## src/riscv_mem_sys_macros.svh

```systemverilog
`ifndef RISCV_MEM_SYS_MACROS_SVH
`define RISCV_MEM_SYS_MACROS_SVH

// data and address width of RV32
`define XLEN 32
`define BE_W 4

// host control word bits
`define CTRL_START_BIT 0
`define CTRL_CLEAR_BIT 2

// address map, core side
`define PERIPH_BASE 32'h8000_0000
`define END_ADDR    32'h0000_0ffc

// clocks between end store and stop
`define DRAIN_CYCLES 30

`endif

```

## src/riscv_mem_sys_pkg.sv

```systemverilog
`include "riscv_mem_sys_macros.svh"

package riscv_mem_sys_pkg;

   typedef logic [`XLEN-1:0] word_t;
   typedef logic [`XLEN-1:0] addr_t;
   typedef logic [`BE_W-1:0] byte_en_t;
   typedef logic [`XLEN-1:0] cycle_cnt_t;

   typedef enum logic [1:0] {
      RUN_IDLE,
      RUN_ACTIVE,
      RUN_DRAIN,
      RUN_STOPPED
   } run_state_e;

   // core side request, held until gnt
   typedef struct packed {
      logic     req;
      logic     we;
      byte_en_t be;
      addr_t    addr;
      word_t    wdata;
   } mem_req_t;

   typedef struct packed {
      logic  gnt;
      logic  rvalid;
      word_t rdata;
   } mem_rsp_t;

   // block-RAM port B, driven towards the RAM
   typedef struct packed {
      logic     en;
      logic     rst;
      byte_en_t we;
      addr_t    addr;
      word_t    din;
   } bram_out_t;

   typedef struct packed {
      logic  rst_busy;
      word_t dout;
   } bram_in_t;

endpackage

```

## src/gpio_edge_pulse.sv

```systemverilog
`include "riscv_mem_sys_macros.svh"

module gpio_edge_pulse import riscv_mem_sys_pkg::*; (
   input  logic  clk,
   input  logic  reset,
   input  word_t ctrl_word_i,
   output logic  start_pulse_o,
   output logic  clear_pulse_o
);

   logic start_q;
   logic clear_q;

   // previous level of each command bit, pulse on 0 -> 1
   always_ff @(posedge clk) begin
      if (reset) begin
         start_q       <= 1'b0;
         clear_q       <= 1'b0;
         start_pulse_o <= 1'b0;
         clear_pulse_o <= 1'b0;
      end else begin
         start_q       <= ctrl_word_i[`CTRL_START_BIT];
         clear_q       <= ctrl_word_i[`CTRL_CLEAR_BIT];
         start_pulse_o <= ctrl_word_i[`CTRL_START_BIT] & ~start_q;
         clear_pulse_o <= ctrl_word_i[`CTRL_CLEAR_BIT] & ~clear_q;
      end
   end

endmodule

```

## src/run_controller.sv

```systemverilog
`include "riscv_mem_sys_macros.svh"

module run_controller import riscv_mem_sys_pkg::*; (
   input  logic       clk,
   input  logic       reset,
   input  logic       start_pulse_i,
   input  logic       clear_pulse_i,
   input  logic       end_store_i,
   input  word_t      end_data_i,
   input  word_t      success_code_i,
   output logic       run_enable_o,
   output logic       running_o,
   output logic       stop_o,
   output cycle_cnt_t cycle_count_o
);

   localparam int DRAIN_W = $clog2(`DRAIN_CYCLES + 1);

   run_state_e         state_q;
   cycle_cnt_t         cycle_cnt_q;
   logic [DRAIN_W-1:0] drain_cnt_q;
   logic               stop_q;
   logic               end_match;
   logic               in_run;

   // only the success code ends a run, other values are ordinary stores
   assign end_match = end_store_i && (end_data_i == success_code_i);

   // a run stays in progress through the drain window
   assign in_run = (state_q == RUN_ACTIVE) || (state_q == RUN_DRAIN);

   always_ff @(posedge clk) begin
      if (reset) begin
         state_q     <= RUN_IDLE;
         cycle_cnt_q <= '0;
         drain_cnt_q <= '0;
         stop_q      <= 1'b0;
      end else if (clear_pulse_i) begin
         state_q     <= RUN_IDLE;
         cycle_cnt_q <= '0;
         drain_cnt_q <= '0;
         stop_q      <= 1'b0;
      end else begin
         case (state_q)
            RUN_IDLE: begin
               if (start_pulse_i) begin
                  state_q     <= RUN_ACTIVE;
                  cycle_cnt_q <= '0;
               end
            end
            RUN_ACTIVE: begin
               cycle_cnt_q <= cycle_cnt_q + 1'b1;
               if (end_match) begin
                  state_q     <= RUN_DRAIN;
                  drain_cnt_q <= '0;
               end
            end
            RUN_DRAIN: begin
               cycle_cnt_q <= cycle_cnt_q + 1'b1;
               // let in-flight accesses settle before stopping
               if (drain_cnt_q == DRAIN_W'(`DRAIN_CYCLES - 1)) begin
                  state_q <= RUN_STOPPED;
                  stop_q  <= 1'b1;
               end else begin
                  drain_cnt_q <= drain_cnt_q + 1'b1;
               end
            end
            default: begin
               // stopped, wait for clear
               state_q <= RUN_STOPPED;
            end
         endcase
      end
   end

   assign run_enable_o  = in_run;
   assign running_o     = in_run;
   assign stop_o        = stop_q;
   assign cycle_count_o = cycle_cnt_q;

endmodule

```

## src/data_port_router.sv

```systemverilog
`include "riscv_mem_sys_macros.svh"

module data_port_router import riscv_mem_sys_pkg::*; (
   input  logic     clk,
   input  logic     reset,
   input  logic     run_enable_i,
   input  addr_t    mem_offset_i,
   input  mem_req_t core_req_i,
   input  mem_rsp_t data_rsp_i,
   input  mem_rsp_t periph_rsp_i,
   output mem_rsp_t core_rsp_o,
   output mem_req_t data_req_o,
   output mem_req_t periph_req_o,
   output logic     end_store_o,
   output word_t    end_data_o
);

   logic  periph_sel;
   logic  core_req;
   logic  core_gnt;
   logic  accept;
   logic  end_hit;
   logic  rd_periph_q;
   logic  end_store_q;
   word_t end_data_q;

   // everything from the peripheral base upwards goes to the peripheral RAM
   assign periph_sel = (core_req_i.addr >= `PERIPH_BASE);

   // no access reaches a RAM outside a run
   assign core_req = core_req_i.req & run_enable_i;

   always_comb begin
      data_req_o       = core_req_i;
      data_req_o.req   = core_req & ~periph_sel;
      data_req_o.addr  = core_req_i.addr - mem_offset_i;

      periph_req_o     = core_req_i;
      periph_req_o.req = core_req & periph_sel;
   end

   assign core_gnt = periph_sel ? periph_rsp_i.gnt : data_rsp_i.gnt;
   assign accept   = core_req & core_gnt;
   assign end_hit  = accept & core_req_i.we & (core_req_i.addr == `END_ADDR);

   // remember which RAM took the read
   always_ff @(posedge clk) begin
      if (reset) begin
         rd_periph_q <= 1'b0;
      end else if (accept && !core_req_i.we) begin
         rd_periph_q <= periph_sel;
      end
   end

   always_ff @(posedge clk) begin
      if (reset) begin
         end_store_q <= 1'b0;
      end else begin
         end_store_q <= end_hit;
      end
   end

   // stored word of the end store
   always_ff @(posedge clk) begin
      if (end_hit) begin
         end_data_q <= core_req_i.wdata;
      end
   end

   always_comb begin
      core_rsp_o.gnt = core_gnt;
      if (rd_periph_q) begin
         core_rsp_o.rvalid = periph_rsp_i.rvalid;
         core_rsp_o.rdata  = periph_rsp_i.rdata;
      end else begin
         core_rsp_o.rvalid = data_rsp_i.rvalid;
         core_rsp_o.rdata  = data_rsp_i.rdata;
      end
   end

   assign end_store_o = end_store_q;
   assign end_data_o  = end_data_q;

endmodule

```

## src/bram_port_adapter.sv

```systemverilog
module bram_port_adapter import riscv_mem_sys_pkg::*; (
   input  logic      clk,
   input  logic      reset,
   input  mem_req_t  req_i,
   input  bram_in_t  ram_i,
   output mem_rsp_t  rsp_o,
   output bram_out_t ram_o
);

   logic accept;
   logic rvalid_q;

   // the RAM takes a request whenever it is out of its own reset
   assign accept = req_i.req & ~ram_i.rst_busy;

   always_comb begin
      ram_o.en   = accept;
      ram_o.rst  = reset;
      ram_o.addr = req_i.addr;
      ram_o.din  = req_i.wdata;
      if (accept && req_i.we) begin
         ram_o.we = req_i.be;
      end else begin
         ram_o.we = '0;
      end
   end

   // one cycle of read latency in the block RAM
   always_ff @(posedge clk) begin
      if (reset) begin
         rvalid_q <= 1'b0;
      end else begin
         rvalid_q <= accept & ~req_i.we;
      end
   end

   always_comb begin
      rsp_o.gnt    = accept;
      rsp_o.rvalid = rvalid_q;
      rsp_o.rdata  = ram_i.dout;
   end

endmodule

```

## src/riscv_mem_sys.sv

```systemverilog
module riscv_mem_sys import riscv_mem_sys_pkg::*; (
   input  logic       clk,
   input  logic       reset,
   input  word_t      ctrl_word_i,
   input  addr_t      mem_offset_i,
   input  word_t      success_code_i,
   input  mem_req_t   core_req_i,
   input  bram_in_t   data_bram_i,
   input  bram_in_t   periph_bram_i,
   output mem_rsp_t   core_rsp_o,
   output bram_out_t  data_bram_o,
   output bram_out_t  periph_bram_o,
   output logic       stop_o,
   output logic       running_o,
   output cycle_cnt_t cycle_count_o
);

   logic     start_pulse;
   logic     clear_pulse;
   logic     run_enable;
   logic     end_store;
   word_t    end_data;
   mem_req_t data_req;
   mem_req_t periph_req;
   mem_rsp_t data_rsp;
   mem_rsp_t periph_rsp;

   gpio_edge_pulse u_gpio_edge_pulse (
      .clk           (clk),
      .reset         (reset),
      .ctrl_word_i   (ctrl_word_i),
      .start_pulse_o (start_pulse),
      .clear_pulse_o (clear_pulse)
   );

   run_controller u_run_controller (
      .clk            (clk),
      .reset          (reset),
      .start_pulse_i  (start_pulse),
      .clear_pulse_i  (clear_pulse),
      .end_store_i    (end_store),
      .end_data_i     (end_data),
      .success_code_i (success_code_i),
      .run_enable_o   (run_enable),
      .running_o      (running_o),
      .stop_o         (stop_o),
      .cycle_count_o  (cycle_count_o)
   );

   data_port_router u_data_port_router (
      .clk          (clk),
      .reset        (reset),
      .run_enable_i (run_enable),
      .mem_offset_i (mem_offset_i),
      .core_req_i   (core_req_i),
      .data_rsp_i   (data_rsp),
      .periph_rsp_i (periph_rsp),
      .core_rsp_o   (core_rsp_o),
      .data_req_o   (data_req),
      .periph_req_o (periph_req),
      .end_store_o  (end_store),
      .end_data_o   (end_data)
   );

   // data memory
   bram_port_adapter u_data_bram (
      .clk   (clk),
      .reset (reset),
      .req_i (data_req),
      .ram_i (data_bram_i),
      .rsp_o (data_rsp),
      .ram_o (data_bram_o)
   );

   // peripheral memory
   bram_port_adapter u_periph_bram (
      .clk   (clk),
      .reset (reset),
      .req_i (periph_req),
      .ram_i (periph_bram_i),
      .rsp_o (periph_rsp),
      .ram_o (periph_bram_o)
   );

endmodule

```

## config.mk

```make
export PLATFORM = sky130hd
export DESIGN_NAME = riscv_mem_sys
export DESIGN_NICKNAME = d
export VERILOG_FILES = /design/src/riscv_mem_sys_pkg.sv /design/src/gpio_edge_pulse.sv /design/src/run_controller.sv /design/src/data_port_router.sv /design/src/bram_port_adapter.sv /design/src/riscv_mem_sys.sv
export VERILOG_INCLUDE_DIRS = /design/src /design/src/src
export SDC_FILE = /design/constraint.sdc
export NUM_CORES = 1
export LEC_CHECK = 0
export BUFFER_PORTS_ARGS = -buffer_cell sky130_fd_sc_hd__buf_4
export CAP_MARGIN = 20
export CORE_AREA = 5 5 167 169
export DETAILED_ROUTE_END_ITERATION = 8
export DIE_AREA = 0 0 172 174
export SLEW_MARGIN = 20
export SYNTH_ARGS = -nofsm -noshare
export SYNTH_HDL_FRONTEND = slang
export SYNTH_SLANG_ARGS = --single-unit
```

## constraint.sdc

```tcl
create_clock -name clk -period 4.8 [get_ports clk]
set_input_delay 0.96 -clock clk [delete_from_list [all_inputs] [get_ports clk]]
set_output_delay 0.96 -clock clk [all_outputs]
set_load 0.03 [all_outputs]
```

# Yosys cells after proc, flatten, opt, wreduce, memory -nomap -nowiden
# Index checks and enable logic that the tools add are counted.
# totals
register_bits	80
wordCells	72
in_bits	234
output_inout_bits	208
# classes
bitwise_logic	18
eq_ne	9
mux	13
n_addsub	3
order_cmp	1
n_reduce_logical	15
# ops
operator	n
case mux 32 bit (2 select lines)	1
two-way mux 33 bit	1
adder 32 x 1 -> 32 bit (second input constant)	1
equality test 32 x 12 -> 1 bit (second input constant)	1
equality test 32 bit	1
>= comparator 32 bit (second input constant)	1
two-way mux 32 bit	1
subtractor 32 bit	1
AND 1 bit	12
two-way mux 5 bit	2
case mux 5 bit (2 select lines)	1
two-way mux 4 bit	2
two-way mux 2 bit	3
inequality test 2 bit (second input constant)	3
NOT 1 bit	6
case mux 2 bit (3 select lines)	1
AND reduction 3 bit	2
adder 5 x 1 -> 5 bit (second input constant)	1
equality test 5 bit (second input constant)	1
logical AND 1 bit	4
AND reduction 2 bit	2
nonzero test 2 bit	2
OR reduction 2 bit	2
equality test 2 x 1 -> 1 bit (second input constant)	1
other kinds (6)	6

# Logic depth before layout (Yosys ltp)
# Gate-level depths: netlist of the first run.
# depth
ltp_word	9
ltp_mapped	11
ltp_nobuf	11

# Cells and area by module
# Synthesis of the first run repeated with hierarchy kept, for this count alone.
# unflattened
hier_cells	967
hier_area_um2	8294.2
# modules_own_cells
module	cells_each	seq_area_each_um2	instances	area_per_inst_um2
data_port_router	469	1001.0	1	4180.3
run_controller	276	800.8	1	2332.2
bram_port_adapter	107	20.0	2	832.0
gpio_edge_pulse	8	80.1	1	117.6

# Least setup slack after synthesis of the first run
# No wires, ideal clock.
# synth_timing
kind	input port to flip-flop
start	input core_req_i[63] (netlist name)
end	register u_data_port_router.end_data_q[0] (netlist: u_data_port_router.end_data_o[0]) (enable)
setup_slack_ns	0.576
t_arrival_ns	3.763
stages	4
t_required_ns	4.339
path_buffers	0
setup_time_ns	0.461
cell_sequence	or2_2 > a21oi_1 > nand4_1 > nor3_1
# synth_via
elab_chain_cells	8
word_cells_on_any_way	11
classes_between	order compare (1); eq/ne (1); mux (1); bitwise (8)
# synth_rtl
item	line	rtl
from (decl)	riscv_mem_sys.sv:7	input mem_req_t core_req_i,
>= comparator 32 bit (no source line) (*)	-	
NOT 1 bit	data_port_router.sv:35	data_req_o.req = core_req & ~periph_sel;
AND 1 bit	data_port_router.sv:35	
AND 1 bit	bram_port_adapter.sv:14	assign accept = req_i.req & ~ram_i.rst_busy;
two-way mux 1 bit (*)	data_port_router.sv:42	assign core_gnt = periph_sel ? periph_rsp_i.gnt : data_rsp_i.gnt;
via u_data_port_router.core_gnt	data_port_router.sv:20	logic core_gnt;
AND 1 bit (*)	data_port_router.sv:43	assign accept = core_req & core_gnt;
AND 1 bit (*) (2 in a row)	data_port_router.sv:44	assign end_hit = accept & core_req_i.we & (core_req_i.addr == `END_ADDR);
via u_data_port_router.end_hit	data_port_router.sv:22	logic end_hit;
to (signal assigned)	data_port_router.sv:66	end_data_q <= core_req_i.wdata;
to (decl)	data_port_router.sv:25	word_t end_data_q;
# The timed path passes the listed nets; every way through them passes the cells marked *.
# A chain may end at the register's enable or synchronous reset.

==> impl_results.html, run 1 <==
<table>
<tr><th>Metric</th><th>Value</th></tr>
<tr><th colspan="2">Critical path</th></tr>
<tr><td>Worst reg2reg startpoint</td><td>u_run_controller.state_q[0]</td></tr>
<tr><td>CP max FO</td><td>3</td></tr>
<tr><td>Endpoint type of the worst setup path</td><td>output port</td></tr>
<tr><td>Setup crit start kind</td><td>primary input</td></tr>
<tr><td>RR Endpoint</td><td>u_run_controller.cycle_count_o[29]</td></tr>
<tr><td>Data required time of the worst path</td><td>3.84 ns</td></tr>
<tr><td>Register-to-Register Path Depth</td><td>10</td></tr>
<tr><td>Kind of critical path</td><td>primary input to output port</td></tr>
<tr><td>Reg2reg setup slack</td><td>2.12 ns</td></tr>
<tr><td>Arrival time of the worst setup path</td><td>3.58 ns</td></tr>
<tr><th colspan="2">Power and ir drop</th></tr>
<tr><td>Areal power density over the cells</td><td>253 nW/um^2</td></tr>
<tr><td>Pint</td><td>1.55 mW</td></tr>
<tr><td>Pleak</td><td>4.48 nW</td></tr>
<tr><td>Net switching component of the power</td><td>0.846 mW</td></tr>
<tr><td>Clock power share</td><td>30.0%</td></tr>
<tr><td>Power share of the combinational group</td><td>40.2%</td></tr>
<tr><td>Largest vdd supply drop</td><td>0.146 mV</td></tr>
<tr><td>Portion of total power attributed to sequential cells</td><td>29.8%</td></tr>
<tr><td>Switching share of total power</td><td>35.4%</td></tr>
<tr><th colspan="2">Placement</th></tr>
<tr><td>Final weighted congestion in routability-driven placement</td><td>0.889</td></tr>
<tr><td>Count of buffers inserted at the top-level ports</td><td>411</td></tr>
<tr><td>Total half-perimeter wirelength after legalization and detailed placement</td><td>18600 um</td></tr>
<tr><th colspan="2">Clock network</th></tr>
<tr><td>Number of resized instances in the post-cts repair step</td><td>0</td></tr>
<tr><td>Hold buffer count at cts</td><td>0</td></tr>
<tr><td>CTS tree</td><td>done</td></tr>
<tr><td>CTS HTree Levels</td><td>3</td></tr>
<tr><td>Root cell of the clock tree</td><td>sky130_fd_sc_hd__clkbuf_16</td></tr>
<tr><td>Buffer count from post-CTS setup fixing</td><td>0</td></tr>
<tr><td>Latest clock arrival within the worst-skew pair</td><td>0.34 ns</td></tr>
<tr><td>Sinks on the clock net</td><td>80</td></tr>
<tr><td>Number of buffers between clock root and the deepest sink</td><td>2</td></tr>
<tr><td>Clock-pin slew reported for the worst setup and hold paths after clock tree synthesis</td><td>0.06 ns</td></tr>
<tr><td>Clock buffers created by TritonCTS</td><td>9</td></tr>
<tr><th colspan="2">Die</th></tr>
<tr><td>Count of boundary I/O pins</td><td>442</td></tr>
<tr><td>Width of the die</td><td>172 um</td></tr>
<tr><td>Placeable core area</td><td>26400 um^2</td></tr>
<tr><td>Row Count</td><td>60</td></tr>
<tr><td>Die span in y</td><td>174 um</td></tr>
<tr><td>Die area</td><td>29900 um^2</td></tr>
<tr><td>Effective utilization at floorplan</td><td>24.4%</td></tr>
<tr><th colspan="2">Global routing</th></tr>
<tr><td>GRT overflow</td><td>0</td></tr>
<tr><td>Wire length of the first global-routing pass</td><td>32800 um</td></tr>
<tr><td>Vias in the first global route</td><td>6193</td></tr>
<tr><td>GRT Total Usage</td><td>13.6%</td></tr>
<tr><td>Pin count of the biggest net entering global routing</td><td>35</td></tr>
<tr><td>Antenna violations before repair</td><td>0</td></tr>
<tr><th colspan="2">Timing</th></tr>
<tr><td>Max Clock Freq</td><td>220 MHz</td></tr>
<tr><td>Ratio of final minimum period to clock period</td><td>94.5%</td></tr>
<tr><td>Worst max-slew margin expressed relative to the limit</td><td>54.2%</td></tr>
<tr><td>Total Neg Setup Slack</td><td>0 ns</td></tr>
<tr><td>Final count of negative-setup-slack endpoints</td><td>0</td></tr>
<tr><td>Post-layout minimum cycle time</td><td>4.54 ns</td></tr>
<tr><td>Hold violation count in the final report</td><td>0</td></tr>
<tr><td>Setup repair after global routing missed its margin</td><td>false</td></tr>
<tr><td>Final Max Tran Viols</td><td>0</td></tr>
<tr><td>Worst-Margin Slew</td><td>0.686 ns</td></tr>
<tr><td>Worst Clk Skew</td><td>0.00593 ns</td></tr>
<tr><th colspan="2">Synthesis</th></tr>
<tr><td>Largest cells by area after synthesis</td><td>sky130_fd_sc_hd__dfxtp_1, sky130_fd_sc_hd__edfxtp_1, sky130_fd_sc_hd__buf_4</td></tr>
<tr><td>Main synth FF type</td><td>sky130_fd_sc_hd__dfxtp_1</td></tr>
<tr><td>EDFF count, synth</td><td>32</td></tr>
<tr><td>Count of state elements after synthesis</td><td>80</td></tr>
<tr><td>Most frequently used cell type in the post-synthesis netlist</td><td>sky130_fd_sc_hd__buf_4</td></tr>
<tr><td>Warnings, synthesis</td><td>0</td></tr>
<tr><td>Number of instances in the synthesized netlist</td><td>746</td></tr>
<tr><td>Syn_nets</td><td>1019</td></tr>
<tr><td>Number of distinct library cells after synthesis</td><td>56</td></tr>
<tr><td>Share of synthesized area occupied by flip-flops and latches</td><td>29.9%</td></tr>
<tr><td>Mean cell area of the mapped netlist</td><td>8.63 um^2</td></tr>
<tr><td>Synth area leader</td><td>sky130_fd_sc_hd__dfxtp_1</td></tr>
<tr><td>Area share of the largest cell type after synthesis</td><td>14.9%</td></tr>
<tr><td>Mapped Area</td><td>6440 um^2</td></tr>
<tr><td>Commonest cells in the synthesized netlist</td><td>sky130_fd_sc_hd__buf_4, sky130_fd_sc_hd__xor2_1, sky130_fd_sc_hd__nor2_1, sky130_fd_sc_hd__inv_1, sky130_fd_sc_hd__dfxtp_1</td></tr>
<tr><td>Async set or reset register ratio after synthesis</td><td>0%</td></tr>
<tr><th colspan="2">Run</th></tr>
<tr><td>Maximum Capacitance Violations</td><td>0</td></tr>
<tr><th colspan="2">Drt</th></tr>
<tr><td>Number of iterations in the first detailed-routing pass</td><td>4</td></tr>
<tr><td>Drt wl/cell</td><td>15.7 um</td></tr>
<tr><td>Overall via count from detail_route</td><td>6118</td></tr>
<tr><td># DRC</td><td>0</td></tr>
<tr><td>Vias per cell</td><td>4.40</td></tr>
<tr><td>Initial drt markers</td><td>290</td></tr>
<tr><td>Wire length reported by the detailed router</td><td>21800 um</td></tr>
<tr><td>Number of nets with antenna violations after detailed routing</td><td>0</td></tr>
<tr><th colspan="2">Outcome</th></tr>
<tr><td>Result of the run</td><td>completed</td></tr>
<tr><th colspan="2">Cells and area</th></tr>
<tr><td>Diode count</td><td>0</td></tr>
<tr><td>Utilization after layout</td><td>35.7%</td></tr>
<tr><td>Final Net Count</td><td>1318</td></tr>
<tr><td>Area growth, synth to finish</td><td>46.7%</td></tr>
<tr><td>Share of cells above drive strength 1</td><td>45.4%</td></tr>
<tr><th colspan="2">Hold path</th></tr>
<tr><td>Min-Delay Path Depth</td><td>1</td></tr>
<tr><td>Hold EP</td><td>u_gpio_edge_pulse.clear_pulse_o</td></tr>
<tr><td>Launch instance of the worst min-delay path</td><td>u_gpio_edge_pulse.clear_q</td></tr>
<tr><td>Kind of path behind the tightest hold check</td><td>register to register</td></tr>
</table>
## power groups by stage
stage | logic, mW | clock network, mW | registers [mW]
5_1_grt | 1.03 | 0.777 | 0.713
2_1_floorplan | 0.601 | 0 | 0.729
3_3_place_gp | 0.960 | 0 | 0.728
3_5_place_dp | 0.963 | 0 | 0.728
4_1_cts | 0.968 | 0.756 | 0.713
6_report | 0.962 | 0.716 | 0.713
## routing by layer
layer | track usage [%] | vias up | routed length [um]
met3 | 3.25 | 15 | 1510
met4 | 2.75 | 0 | 293
met5 | 0 | - | 0
met1 | 16.5 | 2829 | 8840
li1 | - | 3065 | -
met2 | 24.4 | 209 | 11200
## through the flow
stage               power, mW  cell area [um^2]  hold WS, ns  worst slack, ns  std cells
CTS                      2.44              9440        0.383            0.326       1391
global placement         1.69              9120        0.372            0.358       1375
detailed placement       1.69              9130        0.374            0.364       1375
floorplan                1.33              6440        0.367            0.576        746
global route             2.52              9440        0.397            0.154       1391
finish                   2.39              9440        0.383            0.263       1391
## cell usage in the layout (no fill, tap or decap), types with 3 or more instances in the layout
cell type	instances
sky130_fd_sc_hd__a21o_1	15
sky130_fd_sc_hd__a21oi_1	43
sky130_fd_sc_hd__a31oi_1	5
sky130_fd_sc_hd__and3_1	15
sky130_fd_sc_hd__and4_1	6
sky130_fd_sc_hd__buf_4	413
sky130_fd_sc_hd__clkbuf_16	10
sky130_fd_sc_hd__dfxtp_1	48
sky130_fd_sc_hd__edfxtp_1	32
sky130_fd_sc_hd__ha_1	38
sky130_fd_sc_hd__inv_1	49
sky130_fd_sc_hd__mux2_2	35
sky130_fd_sc_hd__nand2_1	47
sky130_fd_sc_hd__nand3_1	21
sky130_fd_sc_hd__nand4_1	18
sky130_fd_sc_hd__nor2_1	56
sky130_fd_sc_hd__nor2b_1	8
sky130_fd_sc_hd__nor3_1	9
sky130_fd_sc_hd__nor4_1	13
sky130_fd_sc_hd__o211ai_1	3
sky130_fd_sc_hd__o21a_1	5
sky130_fd_sc_hd__o21ai_0	17
sky130_fd_sc_hd__o21ai_1	4
sky130_fd_sc_hd__or2_2	5
sky130_fd_sc_hd__or3_1	4
sky130_fd_sc_hd__xnor2_1	23
sky130_fd_sc_hd__xor2_1	66
## worst max path at each step
stage                                       end  slack (ns)  depth (start not counted)           start
2_1_floorplan  u_data_port_router.end_data_o[0]        0.58                          4  core_req_i[63]
3_3_place_gp                    data_bram_o[62]        0.36                         13  core_req_i[32]
3_5_place_dp                    data_bram_o[62]        0.36                         13  core_req_i[32]
4_1_cts                         data_bram_o[62]        0.33                         13  core_req_i[32]
5_1_grt                         data_bram_o[62]        0.15                         13  core_req_i[32]
6_report                        data_bram_o[62]        0.26                         13  core_req_i[32]
## flip-flops by register name, summed over array words and instances (netlist names)
signal and cells:
u_run_controller.drain_cnt_q 5, u_gpio_edge_pulse.clear_pulse_o 1, u_run_controller.stop_o 1, u_gpio_edge_pulse.start_pulse_o 1, u_gpio_edge_pulse.clear_q 1, u_run_controller.state_q 2, u_run_controller.cycle_count_o 32, u_data_port_router.end_store_o 1
u_data_port_router.rd_periph_q 1, u_gpio_edge_pulse.start_q 1, u_data_port_router.end_data_o 32, u_data_bram.rvalid_q 1, u_periph_bram.rvalid_q 1
## cell type report
type | instances | area [um^2]
Fill cell | 2750 | 17000
Multi-Input combinational cell | 492 | 3500
Timing Repair Buffer | 413 | 3100
Sequential cell | 80 | 1920
Tap cell | 341 | 427
Clock buffer | 11 | 254
Inverter | 49 | 184
Clock inverter | 5 | 60.1
## critical path, cell delays in order
cell,delay [ns]
sky130_fd_sc_hd__buf_4,0.11
sky130_fd_sc_hd__inv_1,0.04
sky130_fd_sc_hd__ha_1,0.20
sky130_fd_sc_hd__fa_1,0.41
sky130_fd_sc_hd__nor2b_1,0.18
sky130_fd_sc_hd__o2111ai_1,0.15
sky130_fd_sc_hd__a21oi_1,0.27
sky130_fd_sc_hd__o21ai_1,0.16
sky130_fd_sc_hd__a311oi_1,0.34
sky130_fd_sc_hd__nor3_1,0.14
sky130_fd_sc_hd__o211ai_1,0.22
sky130_fd_sc_hd__xor2_1,0.19
sky130_fd_sc_hd__buf_4,0.19
## kinds of logic after synthesis
family          share of synthesized area [%]
compound gates                           10.6
xor+xnor                                 12.1
fa+ha+maj                                7.70
buf+inv                                  16.1
flops                                    29.9
mux                                      6.43
simple gates                             17.3
Note: power is estimated with default switching activity, not from simulation.
==> inputs of run 2 (changes only) <==
CORE_AREA = 5 5 171 173   (was 5 5 167 169)
DIE_AREA = 0 0 176 178   (was 0 0 172 174)
==> impl_results.html, run 2 (same netlist as run 1, synthesis figures left out) <==
<table>
<tr><th>Metric</th><th>Value</th></tr>
<tr><th colspan="2">Outcome</th></tr>
<tr><td>Result of the run</td><td>completed</td></tr>
<tr><th colspan="2">Clock network</th></tr>
<tr><td>CTS tree</td><td>done</td></tr>
<tr><td>Buffer count from post-CTS setup fixing</td><td>0</td></tr>
<tr><td>Hold buffer count at cts</td><td>0</td></tr>
<tr><td>Number of resized instances in the post-cts repair step</td><td>0</td></tr>
<tr><td>Clock-pin slew reported for the worst setup and hold paths after clock tree synthesis</td><td>0.06 ns</td></tr>
<tr><td>Clock buffers created by TritonCTS</td><td>9</td></tr>
<tr><td>Sinks on the clock net</td><td>80</td></tr>
<tr><td>Number of buffers between clock root and the deepest sink</td><td>2</td></tr>
<tr><td>CTS HTree Levels</td><td>3</td></tr>
<tr><td>Latest clock arrival within the worst-skew pair</td><td>0.34 ns</td></tr>
<tr><td>Root cell of the clock tree</td><td>sky130_fd_sc_hd__clkbuf_16</td></tr>
<tr><th colspan="2">Timing</th></tr>
<tr><td>Hold violation count in the final report</td><td>0</td></tr>
<tr><td>Post-layout minimum cycle time</td><td>4.54 ns</td></tr>
<tr><td>Total Neg Setup Slack</td><td>0 ns</td></tr>
<tr><td>Worst Clk Skew</td><td>0.00818 ns</td></tr>
<tr><td>Final count of negative-setup-slack endpoints</td><td>0</td></tr>
<tr><td>Max Clock Freq</td><td>220 MHz</td></tr>
<tr><td>Setup repair after global routing missed its margin</td><td>false</td></tr>
<tr><td>Ratio of final minimum period to clock period</td><td>94.6%</td></tr>
<tr><td>Worst max-slew margin expressed relative to the limit</td><td>40.4%</td></tr>
<tr><td>Final Max Tran Viols</td><td>0</td></tr>
<tr><td>Worst-Margin Slew</td><td>0.894 ns</td></tr>
<tr><th colspan="2">Power and ir drop</th></tr>
<tr><td>Final total power</td><td>2.48 mW</td></tr>
<tr><td>Areal power density over the cells</td><td>261 nW/um^2</td></tr>
<tr><td>Pleak</td><td>4.49 nW</td></tr>
<tr><td>Largest vdd supply drop</td><td>0.155 mV</td></tr>
<tr><th colspan="2">Drt</th></tr>
<tr><td>Initial drt markers</td><td>265</td></tr>
<tr><td>Number of iterations in the first detailed-routing pass</td><td>5</td></tr>
<tr><td>Overall via count from detail_route</td><td>6103</td></tr>
<tr><td># DRC</td><td>0</td></tr>
<tr><td>Number of nets with antenna violations after detailed routing</td><td>0</td></tr>
<tr><td>Drt wl/cell</td><td>16.2 um</td></tr>
<tr><td>Vias per cell</td><td>4.37</td></tr>
<tr><td>Wire length reported by the detailed router</td><td>22600 um</td></tr>
<tr><th colspan="2">Critical path</th></tr>
<tr><td>Data required time of the worst path</td><td>3.84 ns</td></tr>
<tr><td>Arrival time of the worst setup path</td><td>3.58 ns</td></tr>
<tr><td>Endpoint type of the worst setup path</td><td>output port</td></tr>
<tr><td>Kind of critical path</td><td>primary input to output port</td></tr>
<tr><td>Setup crit start kind</td><td>primary input</td></tr>
<tr><td>CP max FO</td><td>3</td></tr>
<tr><th colspan="2">Hold path</th></tr>
<tr><td>Kind of path behind the tightest hold check</td><td>register to register</td></tr>
<tr><th colspan="2">Die</th></tr>
<tr><td>Width of the die</td><td>176 um</td></tr>
<tr><td>Die span in y</td><td>178 um</td></tr>
<tr><td>Effective utilization at floorplan</td><td>23.4%</td></tr>
<tr><td>Row Count</td><td>61</td></tr>
<tr><td>Placeable core area</td><td>27500 um^2</td></tr>
<tr><td>Die area</td><td>31300 um^2</td></tr>
<tr><td>Count of boundary I/O pins</td><td>442</td></tr>
<tr><th colspan="2">Run</th></tr>
<tr><td>Maximum Capacitance Violations</td><td>0</td></tr>
<tr><th colspan="2">Cells and area</th></tr>
<tr><td>Area growth, synth to finish</td><td>47.4%</td></tr>
<tr><td>Diode count</td><td>0</td></tr>
<tr><td>Final Non-Filler Cells</td><td>1395</td></tr>
<tr><td>Share of cells above drive strength 1</td><td>45.6%</td></tr>
<tr><td>Non-Filler Cell Area, Final</td><td>9490 um^2</td></tr>
<tr><td>Most frequent standard cell in the layout excluding fill and tap cells</td><td>sky130_fd_sc_hd__buf_4</td></tr>
<tr><td>Commonest non-fill, non-tap cells in the layout</td><td>sky130_fd_sc_hd__buf_4, sky130_fd_sc_hd__xor2_1, sky130_fd_sc_hd__nor2_1, sky130_fd_sc_hd__inv_1</td></tr>
<tr><td>Final Net Count</td><td>1317</td></tr>
<tr><th colspan="2">Global routing</th></tr>
<tr><td>GRT overflow</td><td>0</td></tr>
<tr><td>Wire length of the first global-routing pass</td><td>33600 um</td></tr>
<tr><td>Antenna violations before repair</td><td>2</td></tr>
<tr><td>GRT Total Usage</td><td>13.4%</td></tr>
<tr><td>Pin count of the biggest net entering global routing</td><td>35</td></tr>
<tr><td>Vias in the first global route</td><td>6115</td></tr>
<tr><th colspan="2">Placement</th></tr>
<tr><td>Post-place instance area</td><td>9130 um^2</td></tr>
<tr><td>Number of placed instances, taps included</td><td>1379</td></tr>
<tr><td>Count of buffers inserted at the top-level ports</td><td>411</td></tr>
<tr><td>Total half-perimeter wirelength after legalization and detailed placement</td><td>19200 um</td></tr>
<tr><td>Final weighted congestion in routability-driven placement</td><td>0.874</td></tr>
</table>
-- run 2: cell count changes in the layout (fill, tap and decap cells not counted), sizes merged --
cell / delta
clkbuf: +2
inv: -2
buf: -1
-- run 2: routing by layer --
metal	track usage, %	vias up	wire [um]
li1	-	3061	-
met1	17.4	2817	9760
met2	23.3	204	11600
met3	2.63	21	1070
met4	2.34	0	229
met5	0	-	0
-- run 2: area by class of cell --
type / count / area [um^2]
clock inverter: 3 / 47.5
inverter: 49 / 184
clock buffer: 13 / 314
multi-input combinational: 492 / 3500
sequential: 80 / 1920
tap: 346 / 433
timing repair buffer: 412 / 3090
fill: 2872 / 18000
-- run 2: path summary, 6_finish.rpt --
check / from / to / slack (ns) / depth (start not counted)
worst min register to register: u_gpio_edge_pulse.start_q / u_gpio_edge_pulse.start_pulse_o / 0.38 / 1
worst max register to register: u_run_controller.state_q[1] / u_run_controller.cycle_count_o[29] / 2.10 / 10
worst max-delay path: core_req_i[32] / data_bram_o[62] / 0.26 / 13
worst min-delay path: u_gpio_edge_pulse.start_q / u_gpio_edge_pulse.start_pulse_o / 0.38 / 1
-- run 2: per-stage QoR --
step	util, %	setup slack (ns)	hold slack [ns]
final	34.5	0.258	0.384
after global routing	34.5	0.0837	0.403
after detailed placement	33.2	0.339	0.381
after global placement	33.2	0.312	0.374
after floorplan	-	0.576	0.367
after CTS	34.5	0.299	0.390
-- run 2: critical path, cell delays in order --
cell                        delay, ns
sky130_fd_sc_hd__buf_4           0.10
sky130_fd_sc_hd__inv_1           0.04
sky130_fd_sc_hd__ha_1            0.22
sky130_fd_sc_hd__fa_1            0.42
sky130_fd_sc_hd__nor2b_1         0.19
sky130_fd_sc_hd__o2111ai_1       0.15
sky130_fd_sc_hd__a21oi_1         0.26
sky130_fd_sc_hd__o21ai_1         0.15
sky130_fd_sc_hd__a311oi_1        0.35
sky130_fd_sc_hd__nor3_1          0.14
sky130_fd_sc_hd__o211ai_1        0.23
sky130_fd_sc_hd__xor2_1          0.18
sky130_fd_sc_hd__buf_4           0.18
-- run 2: power breakdown --
part | leakage, nW | internal [mW] | switching [mW] | total (mW)
clock network | 0.178 | 0.515 | 0.284 | 0.799
registers | 0.676 | 0.710 | 0.00547 | 0.716
logic | 3.64 | 0.397 | 0.567 | 0.964
total | 4.49 | 1.62 | 0.857 | 2.48
